[config.mk]
export PLATFORM = sky130hd
export DESIGN_NAME = board_glue_top
export DESIGN_NICKNAME = d
export VERILOG_FILES = /design/src/rtl/board_pkg.sv /design/src/rtl/sram_wr_if.sv /design/src/rtl/board_glue_top.sv /design/src/rtl/joy_serial_reader.sv /design/src/rtl/reset_sequencer.sv /design/src/rtl/sigma_delta_dac.sv /design/src/rtl/sram_arbiter.sv /design/src/rtl/wb_rom_loader.sv
export SDC_FILE = /design/constraint.sdc
export NUM_CORES = 1
export LEC_CHECK = 0
export ABC_AREA = 1
export BUFFER_PORTS_ARGS = -buffer_cell sky130_fd_sc_hd__buf_2
export CAP_MARGIN = 15
export CORE_AREA = 2 2 101 103
export DETAILED_ROUTE_END_ITERATION = 6
export DIE_AREA = 0 0 103 105
export GPL_TIMING_DRIVEN = 0
export PLACE_DENSITY_LB_ADDON = 0.2
export SLEW_MARGIN = 10
export SYNTH_ARGS = -nofsm -noshare
export SYNTH_HDL_FRONTEND = slang
export SYNTH_HIERARCHICAL = 1
export SYNTH_SLANG_ARGS = --single-unit
[constraint.sdc]
create_clock -name clk_sys -period 5.4 [get_ports clk_sys]
set_clock_uncertainty 0.2 [all_clocks]
set_input_delay 1.08 -clock clk_sys [delete_from_list [all_inputs] [get_ports clk_sys]]
set_output_delay 1.08 -clock clk_sys [all_outputs]
set_load 0.01 [all_outputs]
[src/rtl/board_pkg.sv]
//------------------------------------------------
// Board glue package
// Shared widths, button bit map and bus types
//------------------------------------------------
`default_nettype none

package board_pkg;

	localparam int ROM_ADDR_W   = 19;	// External SRAM byte address
	localparam int JOY_BITS     = 12;	// Buttons per player
	localparam int CTRL_SEL_BIT = 19;	// Wishbone address bit for control reg

	typedef logic [ROM_ADDR_W-1:0] rom_addr_t;
	typedef logic [7:0]            rom_data_t;
	typedef logic [JOY_BITS-1:0]   joy_buttons_t;	// Active high, one bit per button

	//------------------------------------------------
	// Button positions inside joy_buttons_t
	//------------------------------------------------
	localparam int BTN_UP      = 0;
	localparam int BTN_DOWN    = 1;
	localparam int BTN_LEFT    = 2;
	localparam int BTN_RIGHT   = 3;
	localparam int BTN_FIRE1   = 4;
	localparam int BTN_FIRE2   = 5;
	localparam int BTN_FIRE3   = 6;
	localparam int BTN_FIRE4   = 7;
	localparam int BTN_START   = 8;
	localparam int BTN_COIN    = 9;
	localparam int BTN_SELECT  = 10;
	localparam int BTN_SERVICE = 11;	// Also the first bit shifted in per player

endpackage

`default_nettype wire

[src/rtl/sram_wr_if.sv]
//------------------------------------------------
// SRAM write request bus
// Loader to arbiter, held until wr_done
//------------------------------------------------
`default_nettype none

interface sram_wr_if;

	logic                  wr_req;
	board_pkg::rom_addr_t  wr_addr;
	board_pkg::rom_data_t  wr_data;
	logic                  wr_done;	// One cycle pulse

	modport loader  (output wr_req, output wr_addr, output wr_data, input wr_done);
	modport arbiter (input wr_req, input wr_addr, input wr_data, output wr_done);

endinterface

`default_nettype wire

[src/rtl/board_glue_top.sv]
//------------------------------------------------
// Board glue top
// Reset, joystick, ROM loader, SRAM sharing and
// audio around an external arcade core
//------------------------------------------------
`default_nettype none

module board_glue_top #(
	parameter int RESET_HOLD   = 256,
	parameter int ENA_DIV_LOG2 = 2
) (
	input  logic                           clk_sys,
	input  logic                           pll_lckd,

	// Wishbone classic slave
	input  logic                           wb_cyc,
	input  logic                           wb_stb,
	input  logic                           wb_we,
	input  logic [board_pkg::ROM_ADDR_W:0] wb_adr,
	input  board_pkg::rom_data_t           wb_dat_w,
	output board_pkg::rom_data_t           wb_dat_r,
	output logic                           wb_ack,

	// Core side
	input  board_pkg::rom_addr_t           rom_addr,
	output board_pkg::rom_data_t           rom_data,
	output logic                           core_reset_n,
	input  board_pkg::rom_data_t           sound,
	input  logic                           reset_btn,

	// Joystick shift register
	output logic                           joy_clk,
	output logic                           joy_load,
	input  logic                           joy_data,
	output board_pkg::joy_buttons_t        buttons_p1,
	output board_pkg::joy_buttons_t        buttons_p2,

	// External SRAM, data bus split
	output board_pkg::rom_addr_t           sram_addr,
	output board_pkg::rom_data_t           sram_dout,
	input  board_pkg::rom_data_t           sram_din,
	output logic                           sram_dout_oe,
	output logic                           sram_we_n,

	output logic                           audio_out
);

	logic loading;
	logic slow_ena;

	sram_wr_if wr_bus ();

	reset_sequencer #(
		.RESET_HOLD   (RESET_HOLD),
		.ENA_DIV_LOG2 (ENA_DIV_LOG2)
	) reset_sequencer_inst (
		.clk_sys      (clk_sys),
		.pll_lckd     (pll_lckd),
		.reset_btn    (reset_btn),
		.loading      (loading),
		.core_reset_n (core_reset_n),
		.slow_ena     (slow_ena)
	);

	joy_serial_reader joy_serial_reader_inst (
		.clk_sys    (clk_sys),
		.pll_lckd   (pll_lckd),
		.slow_ena   (slow_ena),
		.joy_data   (joy_data),
		.joy_clk    (joy_clk),
		.joy_load   (joy_load),
		.buttons_p1 (buttons_p1),
		.buttons_p2 (buttons_p2)
	);

	wb_rom_loader wb_rom_loader_inst (
		.clk_sys  (clk_sys),
		.pll_lckd (pll_lckd),
		.wb_cyc   (wb_cyc),
		.wb_stb   (wb_stb),
		.wb_we    (wb_we),
		.wb_adr   (wb_adr),
		.wb_dat_w (wb_dat_w),
		.wb_dat_r (wb_dat_r),
		.wb_ack   (wb_ack),
		.loading  (loading),
		.wr       (wr_bus.loader)
	);

	sram_arbiter sram_arbiter_inst (
		.clk_sys      (clk_sys),
		.pll_lckd     (pll_lckd),
		.rom_addr     (rom_addr),
		.sram_din     (sram_din),
		.rom_data     (rom_data),
		.sram_addr    (sram_addr),
		.sram_dout    (sram_dout),
		.sram_dout_oe (sram_dout_oe),
		.sram_we_n    (sram_we_n),
		.wr           (wr_bus.arbiter)
	);

	sigma_delta_dac sigma_delta_dac_inst (
		.clk_sys   (clk_sys),
		.pll_lckd  (pll_lckd),
		.sound     (sound),
		.audio_out (audio_out)
	);

endmodule

`default_nettype wire

[src/rtl/joy_serial_reader.sv]
//------------------------------------------------
// Serial joystick reader
// Latches the external shift register and clocks
// in two 12-button player words
//------------------------------------------------
`default_nettype none

module joy_serial_reader (
	input  logic                    clk_sys,
	input  logic                    pll_lckd,
	input  logic                    slow_ena,
	input  logic                    joy_data,
	output logic                    joy_clk,
	output logic                    joy_load,
	output board_pkg::joy_buttons_t buttons_p1,
	output board_pkg::joy_buttons_t buttons_p2
);

	localparam int FRAME_BITS = 2 * board_pkg::JOY_BITS;
	localparam int BIT_W      = $clog2(FRAME_BITS);

	localparam logic [1:0] ST_IDLE   = 2'd0;	// Pull load low
	localparam logic [1:0] ST_LATCH  = 2'd1;	// Release load
	localparam logic [1:0] ST_SAMPLE = 2'd2;	// Take a bit, raise joy_clk
	localparam logic [1:0] ST_CLK_HI = 2'd3;	// Lower joy_clk

	logic [1:0]            state;
	logic [BIT_W-1:0]      bit_cnt;
	logic [FRAME_BITS-1:0] shift_q;

	always_ff @(posedge clk_sys or negedge pll_lckd) begin
		if (!pll_lckd) begin
			state      <= ST_IDLE;
			bit_cnt    <= '0;
			joy_load   <= 1'b1;
			joy_clk    <= 1'b0;
			buttons_p1 <= '0;
			buttons_p2 <= '0;
		end else if (slow_ena) begin
			case (state)
				ST_IDLE: begin
					joy_load <= 1'b0;
					state    <= ST_LATCH;
				end
				ST_LATCH: begin
					joy_load <= 1'b1;
					bit_cnt  <= '0;
					state    <= ST_SAMPLE;
				end
				ST_SAMPLE: begin
					joy_clk <= 1'b1;
					state   <= ST_CLK_HI;
				end
				default: begin
					joy_clk <= 1'b0;
					if (bit_cnt == BIT_W'(FRAME_BITS - 1)) begin
						// Frame complete, buttons are active low on the wire
						buttons_p1 <= ~shift_q[FRAME_BITS-1 -: board_pkg::JOY_BITS];
						buttons_p2 <= ~shift_q[board_pkg::JOY_BITS-1:0];
						state      <= ST_IDLE;
					end else begin
						bit_cnt <= bit_cnt + BIT_W'(1);
						state   <= ST_SAMPLE;
					end
				end
			endcase
		end
	end

	// Sampled just before the rising joy_clk edge
	always_ff @(posedge clk_sys) begin
		if (slow_ena && state == ST_SAMPLE)
			shift_q <= {shift_q[FRAME_BITS-2:0], joy_data};
	end

endmodule

`default_nettype wire

[src/rtl/reset_sequencer.sv]
//------------------------------------------------
// Reset sequencer
// Power-on hold after PLL lock, core reset
// and the slow clock enable
//------------------------------------------------
`default_nettype none

module reset_sequencer #(
	parameter int RESET_HOLD   = 256,
	parameter int ENA_DIV_LOG2 = 2
) (
	input  logic clk_sys,
	input  logic pll_lckd,
	input  logic reset_btn,
	input  logic loading,
	output logic core_reset_n,
	output logic slow_ena
);

	localparam int HOLD_W = $clog2(RESET_HOLD + 1);
	localparam int CNT_W  = (HOLD_W > ENA_DIV_LOG2) ? HOLD_W : ENA_DIV_LOG2;

	logic [CNT_W-1:0] cnt;	// Free running, wraps
	logic             por_hold;

	always_ff @(posedge clk_sys or negedge pll_lckd) begin
		if (!pll_lckd) begin
			cnt          <= '0;
			por_hold     <= 1'b1;
			core_reset_n <= 1'b0;
		end else begin
			cnt <= cnt + CNT_W'(1);
			// Drop the hold on edge RESET_HOLD so the core leaves reset one edge later
			if (cnt == CNT_W'(RESET_HOLD - 1))
				por_hold <= 1'b0;
			core_reset_n <= ~(por_hold | reset_btn | loading);
		end
	end

	// One pulse per 2**ENA_DIV_LOG2 cycles
	assign slow_ena = &cnt[ENA_DIV_LOG2-1:0];

endmodule

`default_nettype wire

[src/rtl/sigma_delta_dac.sv]
//------------------------------------------------
// First-order sigma-delta DAC
// 8-bit sound byte to a 1-bit stream
//------------------------------------------------
`default_nettype none

module sigma_delta_dac (
	input  logic                 clk_sys,
	input  logic                 pll_lckd,
	input  board_pkg::rom_data_t sound,
	output logic                 audio_out
);

	logic [8:0] acc;	// Bit 8 is the carry of the last add

	always_ff @(posedge clk_sys or negedge pll_lckd) begin
		if (!pll_lckd)
			acc <= '0;
		else
			acc <= {1'b0, acc[7:0]} + {1'b0, sound};
	end

	// N carries every 256 cycles for a steady input N
	assign audio_out = acc[8];

endmodule

`default_nettype wire

[src/rtl/sram_arbiter.sv]
//------------------------------------------------
// SRAM arbiter
// Loader writes win over core ROM reads
//------------------------------------------------
`default_nettype none

module sram_arbiter (
	input  logic                 clk_sys,
	input  logic                 pll_lckd,
	input  board_pkg::rom_addr_t rom_addr,
	input  board_pkg::rom_data_t sram_din,
	output board_pkg::rom_data_t rom_data,
	output board_pkg::rom_addr_t sram_addr,
	output board_pkg::rom_data_t sram_dout,
	output logic                 sram_dout_oe,
	output logic                 sram_we_n,
	sram_wr_if.arbiter           wr
);

	logic wr_done_q;
	logic wr_active;

	// Request stays up through the done cycle, so mask that one
	assign wr_active = wr.wr_req & ~wr_done_q;

	always_ff @(posedge clk_sys or negedge pll_lckd) begin
		if (!pll_lckd)
			wr_done_q <= 1'b0;
		else
			wr_done_q <= wr_active;
	end

	assign wr.wr_done = wr_done_q;

	//------------------------------------------------
	// SRAM pins and core read path
	//------------------------------------------------
	assign sram_addr    = wr_active ? wr.wr_addr : rom_addr;
	assign sram_dout    = wr.wr_data;
	assign sram_dout_oe = wr_active;
	assign sram_we_n    = ~wr_active;
	assign rom_data     = wr_active ? '0 : sram_din;	// No stale byte to the core

endmodule

`default_nettype wire

[src/rtl/wb_rom_loader.sv]
//------------------------------------------------
// ROM loader, Wishbone classic slave
// SRAM byte writes and the loading flag
//------------------------------------------------
`default_nettype none

module wb_rom_loader (
	input  logic                           clk_sys,
	input  logic                           pll_lckd,
	input  logic                           wb_cyc,
	input  logic                           wb_stb,
	input  logic                           wb_we,
	input  logic [board_pkg::ROM_ADDR_W:0] wb_adr,
	input  board_pkg::rom_data_t           wb_dat_w,
	output board_pkg::rom_data_t           wb_dat_r,
	output logic                           wb_ack,
	output logic                           loading,
	sram_wr_if.loader                      wr
);

	logic ctrl_ack;	// Control reg and SRAM read ack
	logic accept;
	logic ctrl_sel;

	// Ignore the strobe while a request is open or being acked
	assign accept   = wb_cyc & wb_stb & ~wb_ack & ~wr.wr_req;
	assign ctrl_sel = wb_adr[board_pkg::CTRL_SEL_BIT];

	always_ff @(posedge clk_sys or negedge pll_lckd) begin
		if (!pll_lckd) begin
			ctrl_ack  <= 1'b0;
			loading   <= 1'b0;
			wr.wr_req <= 1'b0;
			wb_dat_r  <= '0;
		end else begin
			ctrl_ack <= 1'b0;
			if (wr.wr_done)
				wr.wr_req <= 1'b0;
			if (accept) begin
				if (ctrl_sel) begin
					ctrl_ack <= 1'b1;
					wb_dat_r <= board_pkg::rom_data_t'(loading);
					if (wb_we)
						loading <= wb_dat_w[0];
				end else if (wb_we) begin
					wr.wr_req <= 1'b1;	// Acked on wr_done
				end else begin
					ctrl_ack <= 1'b1;	// SRAM is not readable from the host
					wb_dat_r <= '0;
				end
			end
		end
	end

	always_ff @(posedge clk_sys) begin
		if (accept && !ctrl_sel && wb_we) begin
			wr.wr_addr <= wb_adr[board_pkg::ROM_ADDR_W-1:0];
			wr.wr_data <= wb_dat_w;
		end
	end

	assign wb_ack = ctrl_ack | wr.wr_done;

endmodule

`default_nettype wire

==> summary.md, run 1 <==
| Metric | Value |
|---|---|
| Maximum vdd ir drop | 0.0002270 V |
| Root Driver | clkbuf_8 |
| Worst-path clk slew | 110 ps |
| Primary FF master, synth | dfrtp_1 |
| Seq/Total Area, Yosys | 63.19% |
| Via Count | 3336 |
| Worst Setup End Kind | output port |
| Share of cells above drive strength 1 | 35.13% |
| Period utilization | 50.39% |
| Fin Setup TNS | 0 ps |
| Max Freq | 367.5 MHz |
| DRC viols | 0 |
| Antenna Nets Post-Route | 0 |
| Worst-Margin Slew | 956.6 ps |
| CTS Buffer Depth | 2 |
| Final setup viols | 0 |
| Async SR Flop Fraction | 53.21% |
| Num CTS Buffers | 9 |
| Largest family of logic cells by synthesized area | simple AND/OR/NAND/NOR gates |
| Max Fanout on Critical Path | 1 |
| Number of synthesized flops with an enable pin | 51 |
| Worst skew pair latency | 370 ps |
| Setup crit start kind | input port |
| Worst Hold Class | reg -> reg |
| Leakage power | 2.923 nW |
| Global-route wire length before repair | 14.83 mm |
| Hold bufs inserted after CTS | 0 |
| Drt via density | 4.582 |
| R2R depth | 3 |
| Initial DRC count | 135 |
| Largest net degree at the start of global routing | 59 |
| CTS tree | built |
| Fin. Hold Viols | 0 |
| Die H | 105 um |
| Number of diodes | 0 |
| Status | complete, no violations |
| Slew margin rel. | 36.15% |
| Hold EP | joy_serial_reader_inst/buttons_p1[11]$_DFFE_PN0P_ |
| Starting density of the core | 49.01% |
| Unique masters post-synth | 36 |
| Syn avg cell area | 10.84 um2 |
| Total gr overflow | 0 |
| Rows | 36 |
| Reg-to-reg startpoint | reset_sequencer_inst/cnt[0]$_DFF_PN0_ |
| Worst hold path depth | 1 |
| Pwr dens | 349.2 nW/um2 |
| Synth warn | 6 |
| FF-to-FF setup slack | 3280 ps |
| #FFs+latches synth | 109 |
| RSZ-0062 raised after global routing | no |
| Top-count cell post-synth | nand2_1 |
| Worst reg2reg endpoint | joy_serial_reader_inst/shift_q[5]$_DFFE_PP_ |
| Synth Cell Area | 4725 um2 |
| Filler cell count | 855 |
| Post-DP HPWL | 6.570 mm |
| GP Congestion | 0.7646 |
| Compound-gate portion of the synthesized area | 4.555% |
| Min-delay src | joy_serial_reader_inst/shift_q[23]$_DFFE_PP_ |
| H-tree depth | 3 |
| Mux cell area share after synthesis | 0% |
| Core area | 9639 um2 |
| DR WL/cell | 12.43 um |
| Post-Synth Adder-Cell Area | 4.396% |
| Area delta synth->final | 23.15% |
| Yosys top cell by area | edfxtp_1 |
| Number of global-route vias before repair | 3227 |
| GRT Overall Usage | 17.35% |
| Post-Synth XOR/XNOR Area | 1.112% |
| CP arrival | 1440 ps |
| Layout Utilization | 60.36% |
| Commonest cells post-synth | nand2_1 (121), dfrtp_1 (56), edfxtp_1 (51) |
| Fin. max-slew vios | 0 |
| Clock tree sinks | 109 |
| Post-Synth Simple-Gate Area | 18.91% |
| DRT Pass-1 Iters | 4 |
| Initial antenna violation count | 0 |
| Largest cells by area after synthesis | edfxtp_1 (32%), dfrtp_1 (30%), nand2_1 (9.6%) |
| Post-CTS Resized | 0 |
| Syn Inst Count | 436 |
| Die Wd | 103 um |
| Crit Path Class | in -> out |
| Tmin final | 2721 ps |
| Die Area | 10820 um2 |
| WP data required | 4120 ps |
| PortBufs | 136 |
| # IOs | 144 |
| Max Cap Viol | 0 |
| Final nets | 676 |
| Setup Buffers After CTS | 0 |
| Final WL | 9.048 mm |
| Top cell type's share of synthesized area | 32.42% |
[registers in the layout (all words and copies together), names as in the netlist]
name                               count
wb_rom_loader_inst/loading             1
reset_sequencer_inst/por_hold          1
sram_arbiter_inst/wr.wr_done           1
joy_serial_reader_inst/joy_clk         1
wb_rom_loader_inst/wb_dat_r            1
joy_serial_reader_inst/buttons_p1     12
wb_rom_loader_inst/wr.wr_req           1
joy_serial_reader_inst/bit_cnt         5
wb_rom_loader_inst/wr.wr_addr         19
reset_sequencer_inst/core_reset_n      1
wb_rom_loader_inst/ctrl_ack            1
joy_serial_reader_inst/state           2
joy_serial_reader_inst/joy_load        1
sigma_delta_dac_inst/acc               9
joy_serial_reader_inst/shift_q        24
joy_serial_reader_inst/buttons_p2     12
reset_sequencer_inst/cnt               9
wb_rom_loader_inst/wr.wr_data          8
[how the worst max path moves through the flow]
stage / start / endpoint / depth (start not counted)
2_1_floorplan: wb_adr[19] / wb_rom_loader_inst/wr.wr_addr[0]$_DFFE_PP_ / 3
3_3_place_gp: wb_adr[19] / wb_rom_loader_inst/wr.wr_data[5]$_DFFE_PP_ / 4
3_5_place_dp: rom_addr[15] / sram_addr[15] / 4
4_1_cts: wb_rom_loader_inst/wr.wr_req$_DFF_PN0_ / sram_addr[15] / 5
5_1_grt: wb_rom_loader_inst/wr.wr_req$_DFF_PN0_ / sram_addr[15] / 5
6_report: rom_addr[15] / sram_addr[15] / 4
[cells in the final DEF (no fill, tap or decap), types with 2 or more instances in the layout]
cell type / n
nor2_1: 18
nand4_1: 2
nand3_1: 32
nor3_1: 2
o21ai_0: 22
or2_4: 2
inv_2: 7
clkbuf_8: 9
o21ai_2: 4
nand3_2: 3
nand2_2: 4
xnor2_1: 4
nand2_1: 121
edfxtp_1: 51
dfrtp_1: 56
o21ai_1: 9
buf_8: 2
nor2_2: 4
xor2_1: 2
conb_1: 7
clkbuf_1: 2
inv_6: 3
dfstp_2: 2
ha_1: 15
buf_4: 19
inv_1: 35
buf_6: 4
a21oi_1: 5
buf_2: 137
[per-layer routing]
layer	global-route usage [%]	wire length, um	vias to the layer above
met3	3.211	564	6
met1	22.75	4129	1535
met5	0	0	-
li1	-	-	1703
met2	28.15	4235	92
met4	7.143	119	0
[critical path: stages]
cell	delay (ps)
buf_2	100
nand2_1	50
nand2_1	70
buf_2	140
[metrics by stage]
stage	std cells	power, mW	hold WS, ps	instance area (um2)	setup slack [ps]
after global routing	728	2.168	265.0	5818	2565
final	728	2.032	229.0	5818	2679
after global placement	711	1.528	219.8	5594	1889
after detailed placement	712	1.546	226.2	5614	2674
after floorplan	442	1.370	214.4	4747	2422
after CTS	728	2.060	234.5	5818	2635
[kinds of logic (layout without fill, tap and decap cells)]
family,Yosys count,after routing
buffers and inverters,68,221
adder cells (fa/ha/maj),16,16
AO/OA/AOI/OAI,40,40
other,1,7
flip-flops,109,109
XOR/XNOR,6,6
AND/OR/NAND/NOR,196,196
[cell type report]
type / count / area [um2] / area share, %
sequential: 109 / 2985 / 51.31
multi-input combinational: 265 / 1398 / 24.02
timing repair buffer: 137 / 698.2 / 12.00
buffer: 26 / 209.0 / 3.591
tap: 133 / 166.4 / 2.860
inverter: 42 / 157.7 / 2.710
clock buffer: 10 / 127.6 / 2.194
clock inverter: 6 / 76.32 / 1.312
[where the power goes]
group / internal, mW / total (mW) / switching, mW
clock: 0.224 / 0.511 / 0.287
sequential: 0.928 / 0.954 / 0.0259
combinational: 0.246 / 0.567 / 0.322
Power figures use the tool's default switching activity.
==> run 2, diff against run 1 <==
--- a/config.mk
+++ b/config.mk
@@ -5,12 +5,12 @@
 export SDC_FILE = /design/constraint.sdc
 export NUM_CORES = 1
 export LEC_CHECK = 0
-export ABC_AREA = 1
+export ABC_AREA = 0
 export BUFFER_PORTS_ARGS = -buffer_cell sky130_fd_sc_hd__buf_2
 export CAP_MARGIN = 15
-export CORE_AREA = 2 2 101 103
+export CORE_AREA = 2 2 100 102
 export DETAILED_ROUTE_END_ITERATION = 6
-export DIE_AREA = 0 0 103 105
+export DIE_AREA = 0 0 102 104
 export GPL_TIMING_DRIVEN = 0
 export PLACE_DENSITY_LB_ADDON = 0.2
 export SLEW_MARGIN = 10
==> constraint.sdc (replaced) <==
create_clock -name clk_sys -period 2.65 [get_ports clk_sys]
set_clock_uncertainty 0.2 [all_clocks]
set_input_delay 0.53 -clock clk_sys [delete_from_list [all_inputs] [get_ports clk_sys]]
set_output_delay 0.53 -clock clk_sys [all_outputs]
set_load 0.01 [all_outputs]
==> summary.md, run 2 <==
| Metric | Value |
|---|---|
| Post-DP HPWL | 6.820 mm |
| Root Driver | clkbuf_8 |
| Leakage power | 2.711 nW |
| DR WL/cell | 14.75 um |
| CP peak stage delay | 470 ps |
| GRT Overall Usage | 17.56% |
| Fin Setup TNS | 0 ps |
| Fin. Hold Viols | 0 |
| Largest register FFs | 24 |
| Worst Setup End Kind | output port |
| PortBufs | 136 |
| Total gr overflow | 0 |
| Post-CTS Resized | 0 |
| Top-count cell post-synth | dfrtp_1 |
| Unique masters post-synth | 53 |
| Switching power | 1.159 mW |
| Max Cap Viol | 0 |
| Internal | 2.820 mW |
| Reg-to-reg startpoint | reset_sequencer_inst/cnt[0]$_DFF_PN0_ |
| Synth warn | 6 |
| Multi-input gate area | 1439 um2 |
| Antenna Nets Post-Route | 0 |
| Top cell type's share of synthesized area | 32.89% |
| Largest net degree at the start of global routing | 59 |
| Maximum vdd ir drop | 0.0002682 V |
| Worst-path clk slew | 110 ps |
| Area delta synth->final | 23.41% |
| Initial DRC count | 103 |
| Switching fraction of total power | 29.14% |
| Drt via density | 5.006 |
| Setup crit start kind | flip-flop |
| Rows | 36 |
| R2R depth | 3 |
| Hold bufs inserted after CTS | 0 |
| Syn Inst Count | 336 |
| Yosys top cell by area | edfxtp_1 |
| Commonest cells post-synth | dfrtp_1 (56), edfxtp_1 (51), o21ai_0 (33) |
| Number of diodes | 0 |
| Core area | 9549 um2 |
| Crit-path cells | nand2b_4, buf_6, mux2_4, buf_2 |
| Num CTS Buffers | 9 |
| Worst-Margin Slew | 1070 ps |
| Seq pwr share | 49.1% |
| Final nets | 576 |
| Number of global-route vias before repair | 2976 |
| Initial antenna violation count | 0 |
| DRC viols | 0 |
| Reg with most FFs | joy_serial_reader_inst/shift_q |
| GP Congestion | 0.7777 |
| #FFs+latches synth | 109 |
| Pwr dens | 692.6 nW/um2 |
| Seq/Total Area, Yosys | 64.12% |
| Syn avg cell area | 13.86 um2 |
| Share of cells above drive strength 1 | 42.02% |
| Worst reg2reg endpoint | joy_serial_reader_inst/shift_q[2]$_DFFE_PP_ |
| CTS Buffer Depth | 2 |
| Number of synthesized flops with an enable pin | 51 |
| Commonest non-fill, non-tap cell in the layout | buf_2 |
| Fin. max-slew vios | 0 |
| Largest regs | joy_serial_reader_inst/shift_q: 24 flops, wb_rom_loader_inst/wr.wr_addr: 19 flops |
| Final non-filler cell total | 628 |
| Slew margin rel. | 28.69% |
| RSZ-0062 raised after global routing | no |
| Setup Buffers After CTS | 0 |
| WHS | 30.51 ps |
| DRT Pass-1 Iters | 4 |
| Async SR Flop Fraction | 53.21% |
| Filler cell count | 814 |
| Final WL | 9.263 mm |
| Tmin final | 2365 ps |
| Worst skew pair latency | 360 ps |
| H-tree depth | 3 |
| WP data required | 1920 ps |
| Global-route wire length before repair | 14.52 mm |
| Starting density of the core | 48.76% |
| # IOs | 144 |
| Largest cells by area after synthesis | edfxtp_1 (33%), dfrtp_1 (30%), mux2_4 (6.1%) |
| CTS tree | built |
| Design Power | 3.980 mW |
| Die Wd | 102 um |
| Max Fanout on Critical Path | 10 |
| Primary FF master, synth | dfrtp_1 |
| Max Freq | 422.8 MHz |
| Commonest non-fill, non-tap cells in the layout | buf_2 (136), dfrtp_1 (56), edfxtp_1 (51) |
| Worst Hold Class | in -> async |
| Status | complete, no violations |
| FF-to-FF setup slack | 400 ps |
| Crit Path Class | reg -> out |
| Via Count | 3144 |
| Die Area | 10610 um2 |
| CP delay by family, top | flip-flops |
| Comb power frac | 26.2% |
| Worst Path Buf+Inv | 2 |
| Final setup viols | 0 |
| Power share of the clock group | 24.7% |
| Period utilization | 89.25% |
| Synth Cell Area | 4656 um2 |
| Area occupied by registers | 2985 um2 |
| Die H | 104 um |
| Crit path max-delay cell type | dfrtp_1 |
| Placed Cells | 612 |
| CP arrival | 1640 ps |
| Clock tree sinks | 109 |
run 2: cell types whose count changed in the layout (fill, tap and decap cells not counted), sizes merged, moves of 4 or more:
| cell | previous run | this run |
|---|---|---|
| nand2 | 126 | 11 |
| nand3 | 35 | 7 |
| and2 | 1 | 9 |
| mux2 | 0 | 21 |
| o21ai | 35 | 53 |
| inv | 46 | 18 |
| nor2 | 23 | 8 |
| clkbuf | 11 | 15 |
run 2: area by class of cell:
type | count | area share [%]
Buffer | 27 | 3.484
Multi-Input combinational cell | 191 | 25.04
Clock inverter | 6 | 1.089
Timing Repair Buffer | 137 | 12.15
Clock buffer | 10 | 2.395
Sequential cell | 109 | 51.96
Inverter | 15 | 0.9800
Tap cell | 133 | 2.896
run 2: cell families (layout without fill, tap and decap cells):
logic type / after synthesis / count (layout) / synth area share, %
buffers and inverters: 42 / 195 / 5.509
adders and majority gates: 16 / 16 / 4.461
muxes: 22 / 22 / 6.826
DFF: 109 / 109 / 64.12
other: 1 / 7 / 0.08055
AOI/OAI and AO/OA: 78 / 78 / 9.621
xor gates and xnor gates: 10 / 10 / 1.881
and+or+nand+nor: 58 / 58 / 7.498
run 2: how the worst max path moves through the flow:
stage | start | to | slack [ps] | cells after the start
after CTS | sram_arbiter_inst/wr.wr_done$_DFF_PN0_ | sram_addr[3] | 260 | 4
final | sram_arbiter_inst/wr.wr_done$_DFF_PN0_ | sram_addr[13] | 280 | 4
after detailed placement | wb_stb | wb_rom_loader_inst/wr.wr_data[1]$_DFFE_PP_ | 370 | 5
after global placement | wb_stb | wb_rom_loader_inst/wr.wr_data[4]$_DFFE_PP_ | -560 | 4
after global routing | sram_arbiter_inst/wr.wr_done$_DFF_PN0_ | sram_addr[13] | 210 | 4
after floorplan | wb_rom_loader_inst/wr.wr_req$_DFF_PN0_ | wb_rom_loader_inst/wr.wr_addr[0]$_DFFE_PP_ | 20 | 3
run 2: power groups by stage:
stage	Sequential, mW	Clock, mW	Combinational [mW]
floorplan	1.99	0	0.732
global placement	1.99	0	1.02
detailed placement	1.99	0	1.04
CTS	1.96	1.02	1.05
global route	1.97	1.08	1.16
finish	1.95	0.982	1.04
run 2: stage by stage:
step,setup WS (ps),instance area [um2],util [%]
detailed placement,372.3,5545,58.07
global placement,-557.4,5525,57.86
global route,207.7,5746,60.17
floorplan,19.21,4678,-
finish,284.8,5746,60.17
CTS,258.6,5746,60.17
run 2: routing by layer:
metal  share of wire, %  track usage (%)  wire length [um]
met1                 43            23.03              3949
met2                 48            28.67              4452
met3                7.8            4.503               726
met4                1.4            5.429               134
met5                  0                0                 0
